<file path="src/rtl/frontend_pkg.sv">
// widths, table sizes and entry types shared by the fetch frontend blocks
package frontend_pkg;

  localparam int ADDR_W = 32;
  localparam int BLK_OFS = 4;
  localparam int GHR_W = 6;
  localparam int PIDX_W = 6;
  localparam int TB_IDX_W = 6;
  // ip bits left over above the target buffer index
  localparam int TAG_W = ADDR_W - BLK_OFS - TB_IDX_W;
  localparam int N_SLOT = 2;

  typedef logic [ADDR_W-1:0] addr_t;
  typedef logic [GHR_W-1:0] ghr_t;

  // one direction bit per branch slot
  typedef logic [N_SLOT-1:0] pred_t;

  typedef struct packed {
    logic valid;
    logic [TAG_W-1:0] tag;
    addr_t target;
  } tb_entry_t;

endpackage

</file>
<file path="src/rtl/lookup_if.sv">
// lookup path between fetch control and the direction and target predictors
`timescale 1ns/100ps

interface lookup_if;

  frontend_pkg::addr_t ip;
  frontend_pkg::ghr_t ghr;
  // predictor answers
  frontend_pkg::pred_t dir_pred;
  frontend_pkg::addr_t [frontend_pkg::N_SLOT-1:0] tgt_addr;
  logic [frontend_pkg::N_SLOT-1:0] hit;

  modport ctrl (output ip, output ghr, input dir_pred, input tgt_addr, input hit);

  modport dir (input ip, input ghr, output dir_pred);

  modport tgt (input ip, output tgt_addr, output hit);

endinterface

</file>
<file path="src/rtl/retire_if.sv">
// retired branch data fanned out from fetch control to the predictors for training
`timescale 1ns/100ps

interface retire_if;

  logic ret_valid;
  logic ret_slot;
  logic ret_mispredict;
  frontend_pkg::addr_t ret_src_ip;
  frontend_pkg::addr_t ret_target;
  frontend_pkg::ghr_t ret_ghr;

  modport src (
    output ret_valid, output ret_slot, output ret_mispredict,
    output ret_src_ip, output ret_target, output ret_ghr
  );

  modport sink (
    input ret_valid, input ret_slot, input ret_mispredict,
    input ret_src_ip, input ret_target, input ret_ghr
  );

endinterface

</file>
<file path="src/rtl/tbl_ram.sv">
// small indexed table, async read and clocked write, used for predictor and target storage
`timescale 1ns/100ps

module tbl_ram #(
  parameter type payload_t = logic,
  parameter int IDX_W = 6
) (
  input  logic clk,
  input  logic rst,
  input  logic [IDX_W-1:0] rd_idx,
  output payload_t rd_data,
  input  logic wr_en,
  input  logic [IDX_W-1:0] wr_idx,
  input  payload_t wr_data
);

  localparam int DEPTH = 1 << IDX_W;

  payload_t mem [DEPTH];

  assign rd_data = mem[rd_idx];

  // cleared table reads as not taken and invalid
  always_ff @(posedge clk) begin
    if (rst) begin
      for (int i = 0; i < DEPTH; i++) begin
        mem[i] <= '0;
      end
    end else if (wr_en) begin
      mem[wr_idx] <= wr_data;
    end
  end

endmodule

</file>
<file path="src/rtl/direction_predictor.sv">
// taken/not-taken prediction from three hashed tables, toggled on retire mispredicts
`timescale 1ns/100ps

module direction_predictor (
  input logic clk,
  input logic rst,
  lookup_if.dir lkp,
  retire_if.sink ret
);

  localparam int N_TBL = 3;

  // upper bits from ip just above the block offset, low bits from history
  function automatic logic [frontend_pkg::PIDX_W-1:0] hash_idx(
    input frontend_pkg::addr_t ip,
    input frontend_pkg::ghr_t ghr,
    input int ip_bits
  );
    logic [frontend_pkg::PIDX_W-1:0] idx;
    int ghr_bits;
    ghr_bits = frontend_pkg::PIDX_W - ip_bits;
    for (int i = 0; i < frontend_pkg::PIDX_W; i++) begin
      if (i < ghr_bits) begin
        idx[i] = ghr[i];
      end else begin
        idx[i] = ip[frontend_pkg::BLK_OFS + i - ghr_bits];
      end
    end
    return idx;
  endfunction

  logic train;
  frontend_pkg::pred_t slot_mask;
  frontend_pkg::pred_t entry [N_TBL];

  assign train = ret.ret_valid && ret.ret_mispredict;
  assign slot_mask = frontend_pkg::pred_t'(1) << ret.ret_slot;

  for (genvar t = 0; t < N_TBL; t++) begin : g_tbl
    localparam int IP_BITS = (t == 0) ? 4 : (t == 1) ? 2 : 0;

    logic [frontend_pkg::PIDX_W-1:0] lkp_idx;
    logic [frontend_pkg::PIDX_W-1:0] trn_idx;
    logic [frontend_pkg::PIDX_W-1:0] rd_idx;

    assign lkp_idx = hash_idx(lkp.ip, lkp.ghr, IP_BITS);
    assign trn_idx = hash_idx(ret.ret_src_ip, ret.ret_ghr, IP_BITS);
    // training takes the read port while a mispredict redirects
    assign rd_idx = train ? trn_idx : lkp_idx;

    tbl_ram #(
      .payload_t(frontend_pkg::pred_t),
      .IDX_W(frontend_pkg::PIDX_W)
    ) u_tbl (
      .clk(clk),
      .rst(rst),
      .rd_idx(rd_idx),
      .rd_data(entry[t]),
      .wr_en(train),
      .wr_idx(trn_idx),
      .wr_data(entry[t] ^ slot_mask)
    );
  end

  // flipping all three tables flips the combined bit
  assign lkp.dir_pred = entry[0] ^ entry[1] ^ entry[2];

endmodule

</file>
<file path="src/flat_wrapper.sv">
// flat-port wrapper written by rule: the top's interface ports become plain ports
module direction_predictor_flat 
  (clk, rst, lkp_ip, lkp_ghr, lkp_dir_pred, ret_ret_valid, ret_ret_slot, ret_ret_mispredict, ret_ret_src_ip, ret_ret_target, ret_ret_ghr);
  lookup_if lkp_i ();
  retire_if ret_i ();
  input logic clk;
  input logic rst;
  input wire logic [$bits(lkp_i.ip)-1:0] lkp_ip;
  input wire logic [$bits(lkp_i.ghr)-1:0] lkp_ghr;
  output wire logic [$bits(lkp_i.dir_pred)-1:0] lkp_dir_pred;
  input wire logic [$bits(ret_i.ret_valid)-1:0] ret_ret_valid;
  input wire logic [$bits(ret_i.ret_slot)-1:0] ret_ret_slot;
  input wire logic [$bits(ret_i.ret_mispredict)-1:0] ret_ret_mispredict;
  input wire logic [$bits(ret_i.ret_src_ip)-1:0] ret_ret_src_ip;
  input wire logic [$bits(ret_i.ret_target)-1:0] ret_ret_target;
  input wire logic [$bits(ret_i.ret_ghr)-1:0] ret_ret_ghr;
  assign lkp_i.ip = lkp_ip;
  assign lkp_i.ghr = lkp_ghr;
  assign lkp_dir_pred = lkp_i.dir_pred;
  assign ret_i.ret_valid = ret_ret_valid;
  assign ret_i.ret_slot = ret_ret_slot;
  assign ret_i.ret_mispredict = ret_ret_mispredict;
  assign ret_i.ret_src_ip = ret_ret_src_ip;
  assign ret_i.ret_target = ret_ret_target;
  assign ret_i.ret_ghr = ret_ret_ghr;
  direction_predictor u_core (.clk(clk), .rst(rst), .lkp(lkp_i), .ret(ret_i));
endmodule
</file>
<file path="config.mk">
export PLATFORM = sky130hd
export DESIGN_NAME = direction_predictor_flat
export DESIGN_NICKNAME = d
export VERILOG_FILES = /design/src/rtl/frontend_pkg.sv /design/src/rtl/lookup_if.sv /design/src/rtl/retire_if.sv /design/src/rtl/tbl_ram.sv /design/src/rtl/direction_predictor.sv /design/src/flat_wrapper.sv
export SDC_FILE = /design/constraint.sdc
export NUM_CORES = 1
export LEC_CHECK = 0
export ABC_AREA = 1
export ABC_CLOCK_PERIOD_IN_PS = 7000
export BUFFER_PORTS_ARGS = -buffer_cell sky130_fd_sc_hd__clkbuf_2
export CAP_MARGIN = 10
export CORE_ASPECT_RATIO = 1.4
export CORE_MARGIN = 8
export CORE_UTILIZATION = 45
export DETAILED_ROUTE_END_ITERATION = 7
export PLACE_DENSITY = 0.74
export SLEW_MARGIN = 30
export SYNTH_ARGS = -nofsm -noshare
export SYNTH_HDL_FRONTEND = slang
export SYNTH_HIERARCHICAL = 1
export SYNTH_SLANG_ARGS = --single-unit
export TNS_END_PERCENT = 100
</file>
<file path="constraint.sdc">
create_clock -name clk -period 7 [get_ports clk]
set_input_delay 1.05 -clock clk [delete_from_list [all_inputs] [get_ports clk]]
set_output_delay 1.05 -clock clk [all_outputs]
set_load 0.02 [all_outputs]
</file>
==> flow_metrics.env <==
export IMPL_status="finished clean"
export IMPL_reg_top3="u_core/g_tbl.u_tbl/mem: 384 flops"
export IMPL_final_cells=2807
export IMPL_regToRegStartpoint="u_core/g_tbl[1].u_tbl/mem[2][1]"
export IMPL_path_buf_inv=6
export IMPL_seq_power_share_pct=50.4
export IMPL_cp_cell_sequence="clkbuf_2 > nand2_1 > buf_4 > inv_2 > nand2_1 > nand2_4 > buf_4 > nand2_1 > nand3_1 > nand3_1 > nand2_1 > nand2_1 > nand3_1 > nand3_1 > nand2_1 > inv_1 > nand2_1 > nand3_1 > nand2_1 > clkbuf_2"
export IMPL_initial_utilization_pct=45.6
export IMPL_grt_pass1_vias=15457
export IMPL_nets=2343
export IMPL_largest_reg_flops=384
export IMPL_syn_area_mm2=0.0196
export IMPL_yosysMostFrequentCell="nand2_1"
export IMPL_drc=0
export IMPL_synth_common_cells="899 x nand2_1, 402 x nor2_1, 384 x edfxtp_1, 329 x nand3_1, 114 x clkbuf_1"
export IMPL_wl_per_cell_um=17.2
export IMPL_ys_ff_latch=384
export IMPL_final_min_clock_period_ps=5610
export IMPL_layout_drive_gt1_share_pct=6.61
export IMPL_yosysSeqAreaShare_pct=58.8
export IMPL_synthArstFlopShare_pct=0
export IMPL_finClkSkew_ps=17.5
export IMPL_cts_made_buffers=37
export IMPL_r2r_cells=12
export IMPL_crit_path_max_incr_delay_ps=760
export IMPL_synth_cells=2285
export IMPL_startpoint_type="input pin"
export IMPL_cts_tree="yes"
export IMPL_row_count=90
export IMPL_critPathCaptureType="primary output"
export IMPL_port_buffers=26
export IMPL_synthDistinctLibCells=18
export IMPL_dr_pass1_iters=7
export IMPL_r2r_end="u_core/g_tbl[1].u_tbl/mem[44][1]"
export IMPL_cpLargestDelayFamily="simple AND/OR/NAND/NOR gates"
export IMPL_p_leak_nw=8.64
export IMPL_drt_initial_drc_count=1449
export IMPL_place_congestion=0.816
export IMPL_p_int_mw=3.76
export IMPL_syn_nets=2398
export IMPL_pwr_share_clk_pct=35.3
export IMPL_viasPerCell=5.60
export IMPL_postCtsSetupBuffers=0
export IMPL_antenna_found_initial=1
export IMPL_cp_required_ps=5950
export IMPL_hold_path_depth=4
export IMPL_synth_top_family_by_area="simple AND/OR/NAND/NOR gates"
export IMPL_power_mw=5.19
export IMPL_io_pins=115
export IMPL_regToRegSetupSlack_ps=4280
export IMPL_hp_class="input pin to flop"
export IMPL_synth_edf_count=384
export IMPL_critPathKind="input pin to primary output"
export IMPL_fin_tns_setup_ps=0
export IMPL_synth_fa_ha_area_share_pct=0
export IMPL_cts_root_buf="clkbuf_16"
export IMPL_timing_critical_path_mode_cell="nand2_1"
export IMPL_pwr_share_comb_pct=14.3
export IMPL_vias=15720
export IMPL_grt_pass1_wl_mm=75.3
export IMPL_synth_simple_area_share_pct=36.8
export IMPL_synthFlopType="edfxtp_1"
export IMPL_die_width_um=192
export IMPL_dp_cells=2743
export IMPL_setup_slack_ps=1390
export IMPL_clkTransAtPathRegs_ps=60
export IMPL_finalSetupViolations=0
export IMPL_critPathLaunch="ret_ret_valid"
export IMPL_ys_warn_count=6
export IMPL_grt_max_degree=79
export IMPL_dieArea_mm2=0.0506
export IMPL_min_delay_start="ret_ret_ghr[5]"
export IMPL_htree_levels=2
export IMPL_slew_headroom_pct=38.3
export IMPL_ant_nets=0
export IMPL_finalCritPeriodShare_pct=80.2
export IMPL_cts_resized=0
export IMPL_vdd_ir_drop_worst_mv=0.141
export IMPL_cts_hold_buffers_added=0
export IMPL_avgSynthCellArea_um2=8.58
export IMPL_slowest_stage="buf_4"
export IMPL_core_mm2=0.0430
export IMPL_worst_slew_pin_transition_ps=918
export IMPL_clock_fmax_mhz=178
export IMPL_whs_endpoint="u_core/g_tbl[2].u_tbl/mem[23][1]"
export IMPL_cts_path_max_buffers=3
export IMPL_grt_usage_pct=18.7
export IMPL_place_ws_ps=1440
export IMPL_die_y_um=263
export IMPL_clk_latency_ps=530
export IMPL_cts_sinks=384
export IMPL_power_switching_mw=1.43
export IMPL_yosysTopAreaCell="edfxtp_1"
export IMPL_powerDensity_mw_per_mm2=245
export IMPL_worstPathMaxFanout=78
export IMPL_wirelength_mm=48.2
export IMPL_synthMuxAreaShare_pct=0
export IMPL_synth_area_leaders="edfxtp_1 59%, nand2_1 17%, nand3_1 8.4%, nor2_1 7.7%, clkbuf_1 2.2%"
export IMPL_synth_compound_area_share_pct=0
export IMPL_rsz0062_at_grt="no"
export IMPL_drv_cap=0
export IMPL_grt_overflow=0
export IMPL_synth_xor_area_share_pct=0.268
export IMPL_synth_top_area_share_pct=58.8
export IMPL_cp_arrival_ps=4560
export IMPL_p_sw_share_pct=27.6
export IMPL_largest_register="u_core/g_tbl.u_tbl/mem"
export IMPL_hold_viol=0
export IMPL_slew_violations=0
export IMPL_dpl_hpwl_mm=29.8
export IMPL_synthToLayoutAreaGrowth_pct=8.12
==> cells in the final DEF (no fill, tap or decap) <==
cell type / count
nor3_1: 14
inv_1: 38
clkbuf_1: 6
nand2_4: 2
nand4_1: 18
clkinv_4: 1
nor4_4: 22
clkbuf_2: 26
diode_2: 1
clkinv_1: 11
nand2_1: 897
clkbuf_16: 39
xor2_1: 3
nor4_2: 2
inv_2: 18
inv_4: 2
xnor2_1: 3
buf_4: 23
clkinv_2: 5
edfxtp_1: 384
nor2_1: 402
nand3_1: 329
inv_6: 1
buf_12: 1
nor3_2: 7
==> worst max path at each step <==
stage	end	depth (start not counted)
6_report	lkp_dir_pred[0]	20
5_1_grt	lkp_dir_pred[0]	20
4_1_cts	lkp_dir_pred[0]	20
3_5_place_dp	lkp_dir_pred[0]	20
3_3_place_gp	lkp_dir_pred[1]	20
2_1_floorplan	lkp_dir_pred[0]	19
==> worst reg2reg max path, stage by stage (launching register included) <==
cell      delay [ps]
edfxtp_1         370
nand2_1           80
nand3_1           90
nand3_1          120
nand2_1          110
nand2_1           80
nand3_1           80
nand3_1          100
nand2_1          160
xor2_1           200
inv_2            380
buf_4            540
nor2_1           140
==> per-layer routing <==
layer	up-vias	share of wire [%]	track usage, %
li1	7444	-	-
met1	7461	36	20.9
met2	646	51	33.4
met3	169	7.1	2.58
met4	0	5.1	10.5
met5	-	0	0
==> metrics by stage <==
stage	util, %	cell area (um2)	hold slack, ps
final	49.3	21200	1070
after global placement	46.6	20100	1520
after detailed placement	46.7	20100	1540
after global routing	49.3	21200	1090
after CTS	49.2	21200	1050
after floorplan	-	19600	1140
==> cell families (layout without fill, tap and decap cells) <==
logic type | count (synthesis) | after routing
buffers and inverters | 202 | 171
and+or+nand+nor | 1693 | 1693
xor gates and xnor gates | 6 | 6
other | 0 | 1
DFF | 384 | 384
==> layout make-up <==
cell class | instances | area, um2
tap | 552 | 691
clock inverter | 18 | 83.8
clock buffer | 45 | 998
inverter | 58 | 223
fill | 3944 | 21800
antenna | 1 | 2.50
sequential | 384 | 11500
multi-input combinational | 1699 | 7340
timing repair buffer | 50 | 323
==> power by group through the flow <==
stage | Sequential, mW | Combinational (mW) | Clock (mW)
after detailed placement | 2.67 | 0.735 | 0
after floorplan | 2.66 | 0.519 | 0
after global placement | 2.66 | 0.715 | 0
after global routing | 2.62 | 0.812 | 1.94
after CTS | 2.62 | 0.737 | 1.87
final | 2.62 | 0.743 | 1.83
Note: power is estimated with default switching activity, not from simulation.
