### config.mk
export PLATFORM = sky130hd
export DESIGN_NAME = fetch_ctrl_flat
export DESIGN_NICKNAME = d
export VERILOG_FILES = /design/src/rtl/frontend_pkg.sv /design/src/rtl/lookup_if.sv /design/src/rtl/retire_if.sv /design/src/rtl/fetch_ctrl.sv /design/src/flat_wrapper.sv
export SDC_FILE = /design/constraint.sdc
export NUM_CORES = 1
export LEC_CHECK = 0
export ABC_AREA = 1
export BUFFER_PORTS_ARGS = -buffer_cell sky130_fd_sc_hd__clkbuf_2
export CORE_MARGIN = 1.5
export CORE_UTILIZATION = 46
export CTS_CLUSTER_SIZE = 14
export DETAILED_ROUTE_END_ITERATION = 8
export PLACE_DENSITY = 0.92
export SYNTH_ARGS = -nofsm -noshare
export SYNTH_HDL_FRONTEND = slang
export SYNTH_SLANG_ARGS = --single-unit
### constraint.sdc
create_clock -name clk -period 4.3 [get_ports clk]
set_clock_uncertainty 0.05 [all_clocks]
set_input_delay 0.43 -clock clk [delete_from_list [all_inputs] [get_ports clk]]
set_output_delay 0.43 -clock clk [all_outputs]
set_load 0.1 [all_outputs]
### src/rtl/frontend_pkg.sv
// widths, table sizes and entry types shared by the fetch frontend blocks
package frontend_pkg;

  localparam int ADDR_W = 32;
  localparam int BLK_OFS = 4;
  localparam int GHR_W = 6;
  localparam int PIDX_W = 6;
  localparam int TB_IDX_W = 6;
  // ip bits left over above the target buffer index
  localparam int TAG_W = ADDR_W - BLK_OFS - TB_IDX_W;
  localparam int N_SLOT = 2;

  typedef logic [ADDR_W-1:0] addr_t;
  typedef logic [GHR_W-1:0] ghr_t;

  // one direction bit per branch slot
  typedef logic [N_SLOT-1:0] pred_t;

  typedef struct packed {
    logic valid;
    logic [TAG_W-1:0] tag;
    addr_t target;
  } tb_entry_t;

endpackage

### src/rtl/lookup_if.sv
// lookup path between fetch control and the direction and target predictors
`timescale 1ns/100ps

interface lookup_if;

  frontend_pkg::addr_t ip;
  frontend_pkg::ghr_t ghr;
  // predictor answers
  frontend_pkg::pred_t dir_pred;
  frontend_pkg::addr_t [frontend_pkg::N_SLOT-1:0] tgt_addr;
  logic [frontend_pkg::N_SLOT-1:0] hit;

  modport ctrl (output ip, output ghr, input dir_pred, input tgt_addr, input hit);

  modport dir (input ip, input ghr, output dir_pred);

  modport tgt (input ip, output tgt_addr, output hit);

endinterface

### src/rtl/retire_if.sv
// retired branch data fanned out from fetch control to the predictors for training
`timescale 1ns/100ps

interface retire_if;

  logic ret_valid;
  logic ret_slot;
  logic ret_mispredict;
  frontend_pkg::addr_t ret_src_ip;
  frontend_pkg::addr_t ret_target;
  frontend_pkg::ghr_t ret_ghr;

  modport src (
    output ret_valid, output ret_slot, output ret_mispredict,
    output ret_src_ip, output ret_target, output ret_ghr
  );

  modport sink (
    input ret_valid, input ret_slot, input ret_mispredict,
    input ret_src_ip, input ret_target, input ret_ghr
  );

endinterface

### src/rtl/fetch_ctrl.sv
// fetch IP and history state, next-block choice per ack, and the read-only Wishbone master
`timescale 1ns/100ps

module fetch_ctrl #(
  parameter frontend_pkg::addr_t RESET_IP = 32'h0000_1000
) (
  input  logic clk,
  input  logic rst,
  input  logic wb_ack,
  output logic wb_cyc,
  output logic wb_stb,
  output frontend_pkg::addr_t wb_adr,
  input  logic ret_valid,
  input  logic ret_slot,
  input  logic ret_mispredict,
  input  frontend_pkg::addr_t ret_src_ip,
  input  frontend_pkg::addr_t ret_target,
  input  frontend_pkg::ghr_t ret_ghr,
  lookup_if.ctrl lkp,
  retire_if.src ret
);

  localparam int BLK_BYTES = 1 << frontend_pkg::BLK_OFS;

  frontend_pkg::addr_t ip_q;
  frontend_pkg::ghr_t ghr_q;
  logic cyc_q;
  logic pend_q;
  frontend_pkg::addr_t pend_tgt_q;
  frontend_pkg::ghr_t pend_ghr_q;

  logic mis_now;
  logic fetch_done;
  frontend_pkg::addr_t nxt_ip;
  frontend_pkg::ghr_t nxt_ghr;

  assign ret.ret_valid = ret_valid;
  assign ret.ret_slot = ret_slot;
  assign ret.ret_mispredict = ret_mispredict;
  assign ret.ret_src_ip = ret_src_ip;
  assign ret.ret_target = ret_target;
  assign ret.ret_ghr = ret_ghr;

  assign lkp.ip = ip_q;
  assign lkp.ghr = ghr_q;

  // stb stays high after reset so a slow ack is the only back-pressure
  assign wb_cyc = cyc_q;
  assign wb_stb = cyc_q;
  assign wb_adr = ip_q;

  assign mis_now = ret_valid && ret_mispredict;
  assign fetch_done = cyc_q && wb_ack;

  always_comb begin
    if (mis_now) begin
      nxt_ip = ret_target;
      nxt_ghr = ret_ghr;
    end else if (pend_q) begin
      nxt_ip = pend_tgt_q;
      nxt_ghr = pend_ghr_q;
    end else if (lkp.dir_pred[0] && lkp.hit[0]) begin
      nxt_ip = lkp.tgt_addr[0];
      nxt_ghr = {ghr_q[frontend_pkg::GHR_W-2:0], 1'b1};
    end else if (lkp.dir_pred[1] && lkp.hit[1]) begin
      nxt_ip = lkp.tgt_addr[1];
      nxt_ghr = {ghr_q[frontend_pkg::GHR_W-2:0], 1'b1};
    end else begin
      nxt_ip = ip_q + frontend_pkg::addr_t'(BLK_BYTES);
      nxt_ghr = {ghr_q[frontend_pkg::GHR_W-2:0], 1'b0};
    end
  end

  always_ff @(posedge clk) begin
    if (rst) begin
      ip_q <= RESET_IP;
      ghr_q <= '0;
      cyc_q <= 1'b0;
      pend_q <= 1'b0;
    end else begin
      cyc_q <= 1'b1;
      if (fetch_done) begin
        ip_q <= nxt_ip;
        ghr_q <= nxt_ghr;
        pend_q <= 1'b0;
      end else if (mis_now) begin
        pend_q <= 1'b1;
      end
    end
  end

  // redirect held until the outstanding fetch is acked
  always_ff @(posedge clk) begin
    if (mis_now && !fetch_done) begin
      pend_tgt_q <= ret_target;
      pend_ghr_q <= ret_ghr;
    end
  end

endmodule

### src/flat_wrapper.sv
// flat-port wrapper written by rule: the top's interface ports become plain ports
module fetch_ctrl_flat 
#(
  parameter frontend_pkg::addr_t RESET_IP = 32'h0000_1000
)
  (clk, rst, wb_ack, wb_cyc, wb_stb, wb_adr, ret_valid, ret_slot, ret_mispredict, ret_src_ip, ret_target, ret_ghr, lkp_ip, lkp_ghr, lkp_dir_pred, lkp_tgt_addr, lkp_hit, ret_ret_valid, ret_ret_slot, ret_ret_mispredict, ret_ret_src_ip, ret_ret_target, ret_ret_ghr);
  lookup_if lkp_i ();
  retire_if ret_i ();
  input  logic clk;
  input  logic rst;
  input  logic wb_ack;
  output logic wb_cyc;
  output logic wb_stb;
  output frontend_pkg::addr_t wb_adr;
  input  logic ret_valid;
  input  logic ret_slot;
  input  logic ret_mispredict;
  input  frontend_pkg::addr_t ret_src_ip;
  input  frontend_pkg::addr_t ret_target;
  input  frontend_pkg::ghr_t ret_ghr;
  output wire logic [$bits(lkp_i.ip)-1:0] lkp_ip;
  output wire logic [$bits(lkp_i.ghr)-1:0] lkp_ghr;
  input wire logic [$bits(lkp_i.dir_pred)-1:0] lkp_dir_pred;
  input wire logic [$bits(lkp_i.tgt_addr)-1:0] lkp_tgt_addr;
  input wire logic [$bits(lkp_i.hit)-1:0] lkp_hit;
  output wire logic [$bits(ret_i.ret_valid)-1:0] ret_ret_valid;
  output wire logic [$bits(ret_i.ret_slot)-1:0] ret_ret_slot;
  output wire logic [$bits(ret_i.ret_mispredict)-1:0] ret_ret_mispredict;
  output wire logic [$bits(ret_i.ret_src_ip)-1:0] ret_ret_src_ip;
  output wire logic [$bits(ret_i.ret_target)-1:0] ret_ret_target;
  output wire logic [$bits(ret_i.ret_ghr)-1:0] ret_ret_ghr;
  assign lkp_ip = lkp_i.ip;
  assign lkp_ghr = lkp_i.ghr;
  assign lkp_i.dir_pred = lkp_dir_pred;
  assign lkp_i.tgt_addr = lkp_tgt_addr;
  assign lkp_i.hit = lkp_hit;
  assign ret_ret_valid = ret_i.ret_valid;
  assign ret_ret_slot = ret_i.ret_slot;
  assign ret_ret_mispredict = ret_i.ret_mispredict;
  assign ret_ret_src_ip = ret_i.ret_src_ip;
  assign ret_ret_target = ret_i.ret_target;
  assign ret_ret_ghr = ret_i.ret_ghr;
  fetch_ctrl #(.RESET_IP(RESET_IP)) u_core (.clk(clk), .rst(rst), .wb_ack(wb_ack), .wb_cyc(wb_cyc), .wb_stb(wb_stb), .wb_adr(wb_adr), .ret_valid(ret_valid), .ret_slot(ret_slot), .ret_mispredict(ret_mispredict), .ret_src_ip(ret_src_ip), .ret_target(ret_target), .ret_ghr(ret_ghr), .lkp(lkp_i), .ret(ret_i));
endmodule
==> flow_summary.json, run 1 <==
{
  "hold_path_class": "input port to flop",
  "min_period_ns": 2.41,
  "preCtsSetupSlack_ns": 1.57,
  "antenna_found_initial": 0,
  "yosys.cell_types.count": 36,
  "cp_cell_sequence": "clkbuf_2 > nand2_1 > inv_2 > nor2_2 > inv_2 > o21ai_2 > mux2i_1 > nor2_1",
  "clk_latency_ns": 0.33,
  "nets": 993,
  "post_cts_resized": 0,
  "clkSinkCount": 78,
  "synthToLayoutAreaGrowth_pct": 12.8,
  "numCtsBuffers": 9,
  "whs_ns": 0.252,
  "hold_buffers": 0,
  "grt_pass1_wl_um": 25500,
  "ys_seq_area_frac": 0.361,
  "gp_congestion": 0.915,
  "cpPeakStageDelay_ns": 0.59,
  "netlist_area_um2": 5390,
  "regArea_um2": 1940,
  "cp_max_fo": 39,
  "num_io_pins": 289,
  "setup_slack_ns": 1.89,
  "nFillCells": 1150,
  "cp.arrival_ns": 2.59,
  "drtIter0Drc": 345,
  "wirelength_um": 15800,
  "critPathCaptureType": "flop",
  "vias_per_cell": 5.31,
  "cpMostUsedCell": "inv_2",
  "grt_max_degree": 46,
  "setup_viol": 0,
  "tightest_slew_ns": 1.19,
  "drive_gt1_frac": 0.309,
  "fp-row-count": 39,
  "max_freq_mhz": 415,
  "critPathLaunchType": "input port",
  "ys_ff_latch": 78,
  "async_flop_share": 0,
  "antenna_cells": 0,
  "power.total_uw": 2450,
  "wl_per_cell_um": 15.9,
  "relSlewSlack": 0.207,
  "power.density_nw_per_um2": 403,
  "h-tree-depth": 3,
  "post_cts_buffers": 0,
  "grt_pass1_vias": 5126,
  "leakagePower_uw": 0.00285,
  "status": "finished, final reports clean",
  "first_pass_iters": 5,
  "die_area_um2": 12400,
  "synthFlopType": "dfxtp_1",
  "hold_depth": 1,
  "clockBufferDepth": 2,
  "slew_violations": 0,
  "drv_cap": 0,
  "yosys_warnings": 0,
  "io_buffers": 222,
  "cp.required_ns": 4.48,
  "fp.dieW_um": 111,
  "synth_edf_count": 38,
  "hold_viol": 0,
  "start_util": 0.472,
  "cpMaxStageDelayCell": "nor2_2",
  "clkTransAtPathRegs_ns": 0.07,
  "gr-total-overflow": 0,
  "hpwlAfterDp_um": 11700,
  "drc": 0,
  "multi_input_comb_area_um2": 2330,
  "max-vdd-ir-drop_mv": 0.264,
  "tritoncts": "built",
  "grt_use_total": 0.255,
  "timing.final.crit_share": 0.561,
  "finalCoreUtilization": 0.532,
  "die_h_um": 111,
  "ant_nets": 0,
  "cts-root-buf": "clkbuf_16",
  "syn_avg_cell_area_um2": 7.21,
  "finalSetupTns_ns": 0,
  "coreArea_um2": 11400,
  "postSynthCellCount": 747,
  "rsz0062_at_grt": "false",
  "vias": 5292,
  "syn_nets": 892,
  "reg2reg_depth": 5,
  "path_class": "input port to flop"
}
==> synth_stat cells, types with 2 or more instances <==
master,instances,area [um^2]
a221oi_1,25,219
nand2_1,210,788
o211ai_1,7,52.6
nor2_1,93,349
buf_1,2,7.51
nand2_2,4,25.0
clkbuf_1,14,52.6
nand3_1,24,120
a21oi_1,33,165
buf_4,108,811
xor2_1,6,52.6
a22o_1,3,26.3
dfxtp_1,40,801
inv_2,3,11.3
edfxtp_1,38,1140
o21bai_1,6,45.0
o21ai_1,2,10.0
buf_2,10,50.1
o21ai_0,48,240
a41oi_1,8,70.1
nor2_2,4,25.0
inv_1,40,150
nor3_1,3,15.0
nor2_4,4,45.0
==> sequential cells by signal, summed over array words and instances, names as in the netlist <==
signal / flops
u_core.lkp.ip: 32
u_core.pend_ghr_q: 6
u_core.wb_cyc: 1
u_core.pend_q: 1
u_core.lkp.ghr: 6
u_core.pend_tgt_q: 32
==> metrics by stage <==
stage,area [um^2],instances
detailed placement,5770,980
CTS,6070,996
global route,6070,996
floorplan,5390,747
finish,6070,996
global placement,5770,980
==> placed cells by master (no fill, tap or decap), types with 8 or more instances in the layout <==
| cell | n |
|---|---|
| a21oi_1 | 33 |
| a221oi_1 | 25 |
| a41oi_1 | 8 |
| clkbuf_16 | 9 |
| clkbuf_2 | 222 |
| dfxtp_1 | 40 |
| edfxtp_1 | 38 |
| inv_1 | 40 |
| nand2_1 | 209 |
| nand3_1 | 24 |
| nor2_1 | 92 |
| o21ai_0 | 48 |
==> critical path: cells and delay by family <==
family | cells | cell delay (ns)
mux | 1 | 0.22
compound gates | 1 | 0.35
simple gates | 3 | 0.79
buf+inv | 3 | 0.79
==> final cells by class <==
| class | instances | share of cell area |
|---|---|---|
| inverter | 44 | 0.0272 |
| timing repair buffer | 227 | 0.189 |
| tap | 143 | 0.0295 |
| clock buffer | 10 | 0.0393 |
| sequential | 78 | 0.320 |
| clock inverter | 6 | 0.0111 |
| multi-input combinational | 488 | 0.384 |
==> power by group <==
part / total [uW] / internal (uW) / switching [uW]
clock network: 789 / 469 / 320
logic: 789 / 140 / 649
registers: 868 / 821 / 47.5
==> worst paths after layout <==
path,slack [ns],end,from
setup / recovery,1.89,u_core.lkp.ip[3],ret_valid
hold reg to reg,0.44,u_core.lkp.ip[2],u_core.lkp.ip[2]
setup reg to reg,2.30,u_core.lkp.ip[3],u_core.pend_q
hold / removal,0.25,u_core.pend_tgt_q[3],ret_target[3]
==> logic make-up (layout without fill, tap and decap cells) <==
family | Yosys count | after routing | synth area share
multiplexers | 1 | 1 | 0.00186
buffers and inverters | 181 | 287 | 0.208
XOR/XNOR | 6 | 6 | 0.00976
adder cells (fa/ha/maj) | 1 | 1 | 0.00232
AND/OR/NAND/NOR | 346 | 346 | 0.260
AO/OA/AOI/OAI | 134 | 134 | 0.157
flip-flops | 78 | 78 | 0.361
==> routing by layer <==
layer | vias up | GRT usage | part of all wire
met5 | - | 0 | 0
met4 | 0 | 0.106 | 0.024
met3 | 35 | 0.0437 | 0.071
met2 | 281 | 0.441 | 0.49
met1 | 2396 | 0.313 | 0.42
li1 | 2580 | - | -
Note: power is estimated with default switching activity, not from simulation.
==> inputs of run 2 (changes only) <==
Clock period 4.3 ns to 2.23 ns, I/O delays scaled along.
==> flow_summary.json, run 2 (synthesis gave the netlist of run 1 again) <==
{
  "grt_use_total": 0.258,
  "max-vdd-ir-drop_mv": 0.459,
  "pwr-share-seq": 0.363,
  "grt_max_degree": 46,
  "fp.dieW_um": 111,
  "coreArea_um2": 11400,
  "clockBufferDepth": 2,
  "grt_pass1_wl_um": 25500,
  "swShare": 0.425,
  "post_cts_buffers": 0,
  "path_class": "flop to flop",
  "p_sw_uw": 1960,
  "vias": 5344,
  "gr-total-overflow": 0,
  "relSlewSlack": 0.528,
  "rr_startpoint": "u_core.lkp.ip[12]",
  "wl_per_cell_um": 16.1,
  "critPathCaptureType": "flop",
  "nets": 1002,
  "placed_area_um2": 5870,
  "drc": 0,
  "endpoint": "u_core.lkp.ip[27]",
  "r2r-end": "u_core.lkp.ip[27]",
  "cts-root-buf": "clkbuf_16",
  "post_cts_resized": 0,
  "finalSetupTns_ns": 0,
  "hold_buffers": 0,
  "setup.worst_path.start": "u_core.lkp.ip[12]",
  "cp.required_ns": 2.40,
  "power.density_nw_per_um2": 751,
  "drive_gt1_frac": 0.320,
  "fin_area_um2": 6140,
  "timing.final.crit_share": 0.798,
  "nFillCells": 1146,
  "gp_congestion": 0.916,
  "synthToLayoutAreaGrowth_pct": 14.1,
  "grt_pass1_vias": 5012,
  "tritoncts": "built",
  "hold_path_class": "input port to flop",
  "final_common_cell": "clkbuf_2",
  "die_area_um2": 12400,
  "cp_max_fo": 6,
  "reg2reg_depth": 11,
  "min_period_ns": 1.78,
  "h-tree-depth": 3,
  "antenna_found_initial": 0,
  "combPwrFrac": 0.335,
  "num_io_pins": 289,
  "drtIter0Drc": 339,
  "final_cell_mix": "clkbuf_2, nand2_1, nor2_1",
  "max_freq_mhz": 562,
  "vias_per_cell": 5.32,
  "numCtsBuffers": 9,
  "tightest_slew_ns": 0.707,
  "cellInternalPower_uw": 2650,
  "setup_slack_ns": 0.451,
  "die_h_um": 111,
  "status": "finished, final reports clean",
  "whs_ns": 0.0443,
  "clk_latency_ns": 0.33,
  "leakagePower_uw": 0.00289,
  "setup_viol": 0,
  "hpwlAfterDp_um": 12200,
  "p_clk_frac": 0.302,
  "slew_violations": 0,
  "hold_viol": 0,
  "cp.arrival_ns": 1.95,
  "power.total_uw": 4610,
  "ant_nets": 0,
  "rsz0062_at_grt": "false",
  "critPathLaunchType": "flop",
  "start_util": 0.472,
  "io_buffers": 222,
  "drv_cap": 0,
  "fp-row-count": 39,
  "worst-r2r-setup-slack_ns": 0.45,
  "clkSinkCount": 78,
  "preCtsSetupSlack_ns": 0.466,
  "clkTransAtPathRegs_ns": 0.07,
  "first_pass_iters": 5,
  "wirelength_um": 16200,
  "antenna_cells": 0
}
run 2: changes by cell type in the layout (fill, tap and decap cells not counted), moves of 2 or more:
cell	previous run	this run
inv_6	2	0
buf_12	0	2
dfxtp_2	0	3
buf_4	5	12
dfxtp_1	40	37
clkinv_4	0	2
run 2: layout make-up:
type | count | area [um^2] | share of cell area
Sequential cell | 78 | 1950 | 0.317
Timing Repair Buffer | 236 | 1240 | 0.202
Clock buffer | 11 | 243 | 0.0395
Clock inverter | 5 | 35.0 | 0.00570
Inverter | 44 | 165 | 0.0269
Tap cell | 143 | 179 | 0.0291
Multi-Input combinational cell | 488 | 2340 | 0.380
run 2: worst max-delay path, stage by stage (launching register included):
cell     delay [ns]
dfxtp_1        0.53
nand2_2        0.16
nor2_2         0.21
nand2_1        0.16
nor2_1         0.16
nand2_1        0.07
nand2_1        0.06
nand2_1        0.05
nand2_1        0.06
nand2_1        0.05
nand2_1        0.05
a21oi_1        0.05
run 2: worst min-delay path by stage:
stage,start,end,depth (start not counted)
after global placement,ret_ghr[3],u_core.pend_ghr_q[3],1
after detailed placement,ret_ghr[5],u_core.pend_ghr_q[5],1
final,ret_ghr[5],u_core.pend_ghr_q[5],1
after floorplan,rst,u_core.lkp.ip[0],1
after global routing,ret_ghr[5],u_core.pend_ghr_q[5],1
after CTS,ret_ghr[5],u_core.pend_ghr_q[5],1
run 2: power by group through the flow:
stage	combinational [uW]	clock (uW)	sequential, uW
finish	1550	1390	1670
global route	1630	1480	1680
CTS	1550	1400	1670
detailed placement	1540	0	1700
global placement	1540	0	1700
floorplan	1270	0	2000
run 2: metrics by stage:
step,std cells,utilization
after CTS,1005,0.538
after detailed placement,989,0.514
after global routing,1005,0.538
after floorplan,747,-
after global placement,989,0.514
final,1005,0.538
run 2: layer usage:
layer	GRT usage	part of all wire	vias to the layer above
met5	0	0	-
met4	0.0928	0.024	0
met3	0.0487	0.075	32
met2	0.414	0.46	274
met1	0.347	0.44	2447
li1	-	-	2591
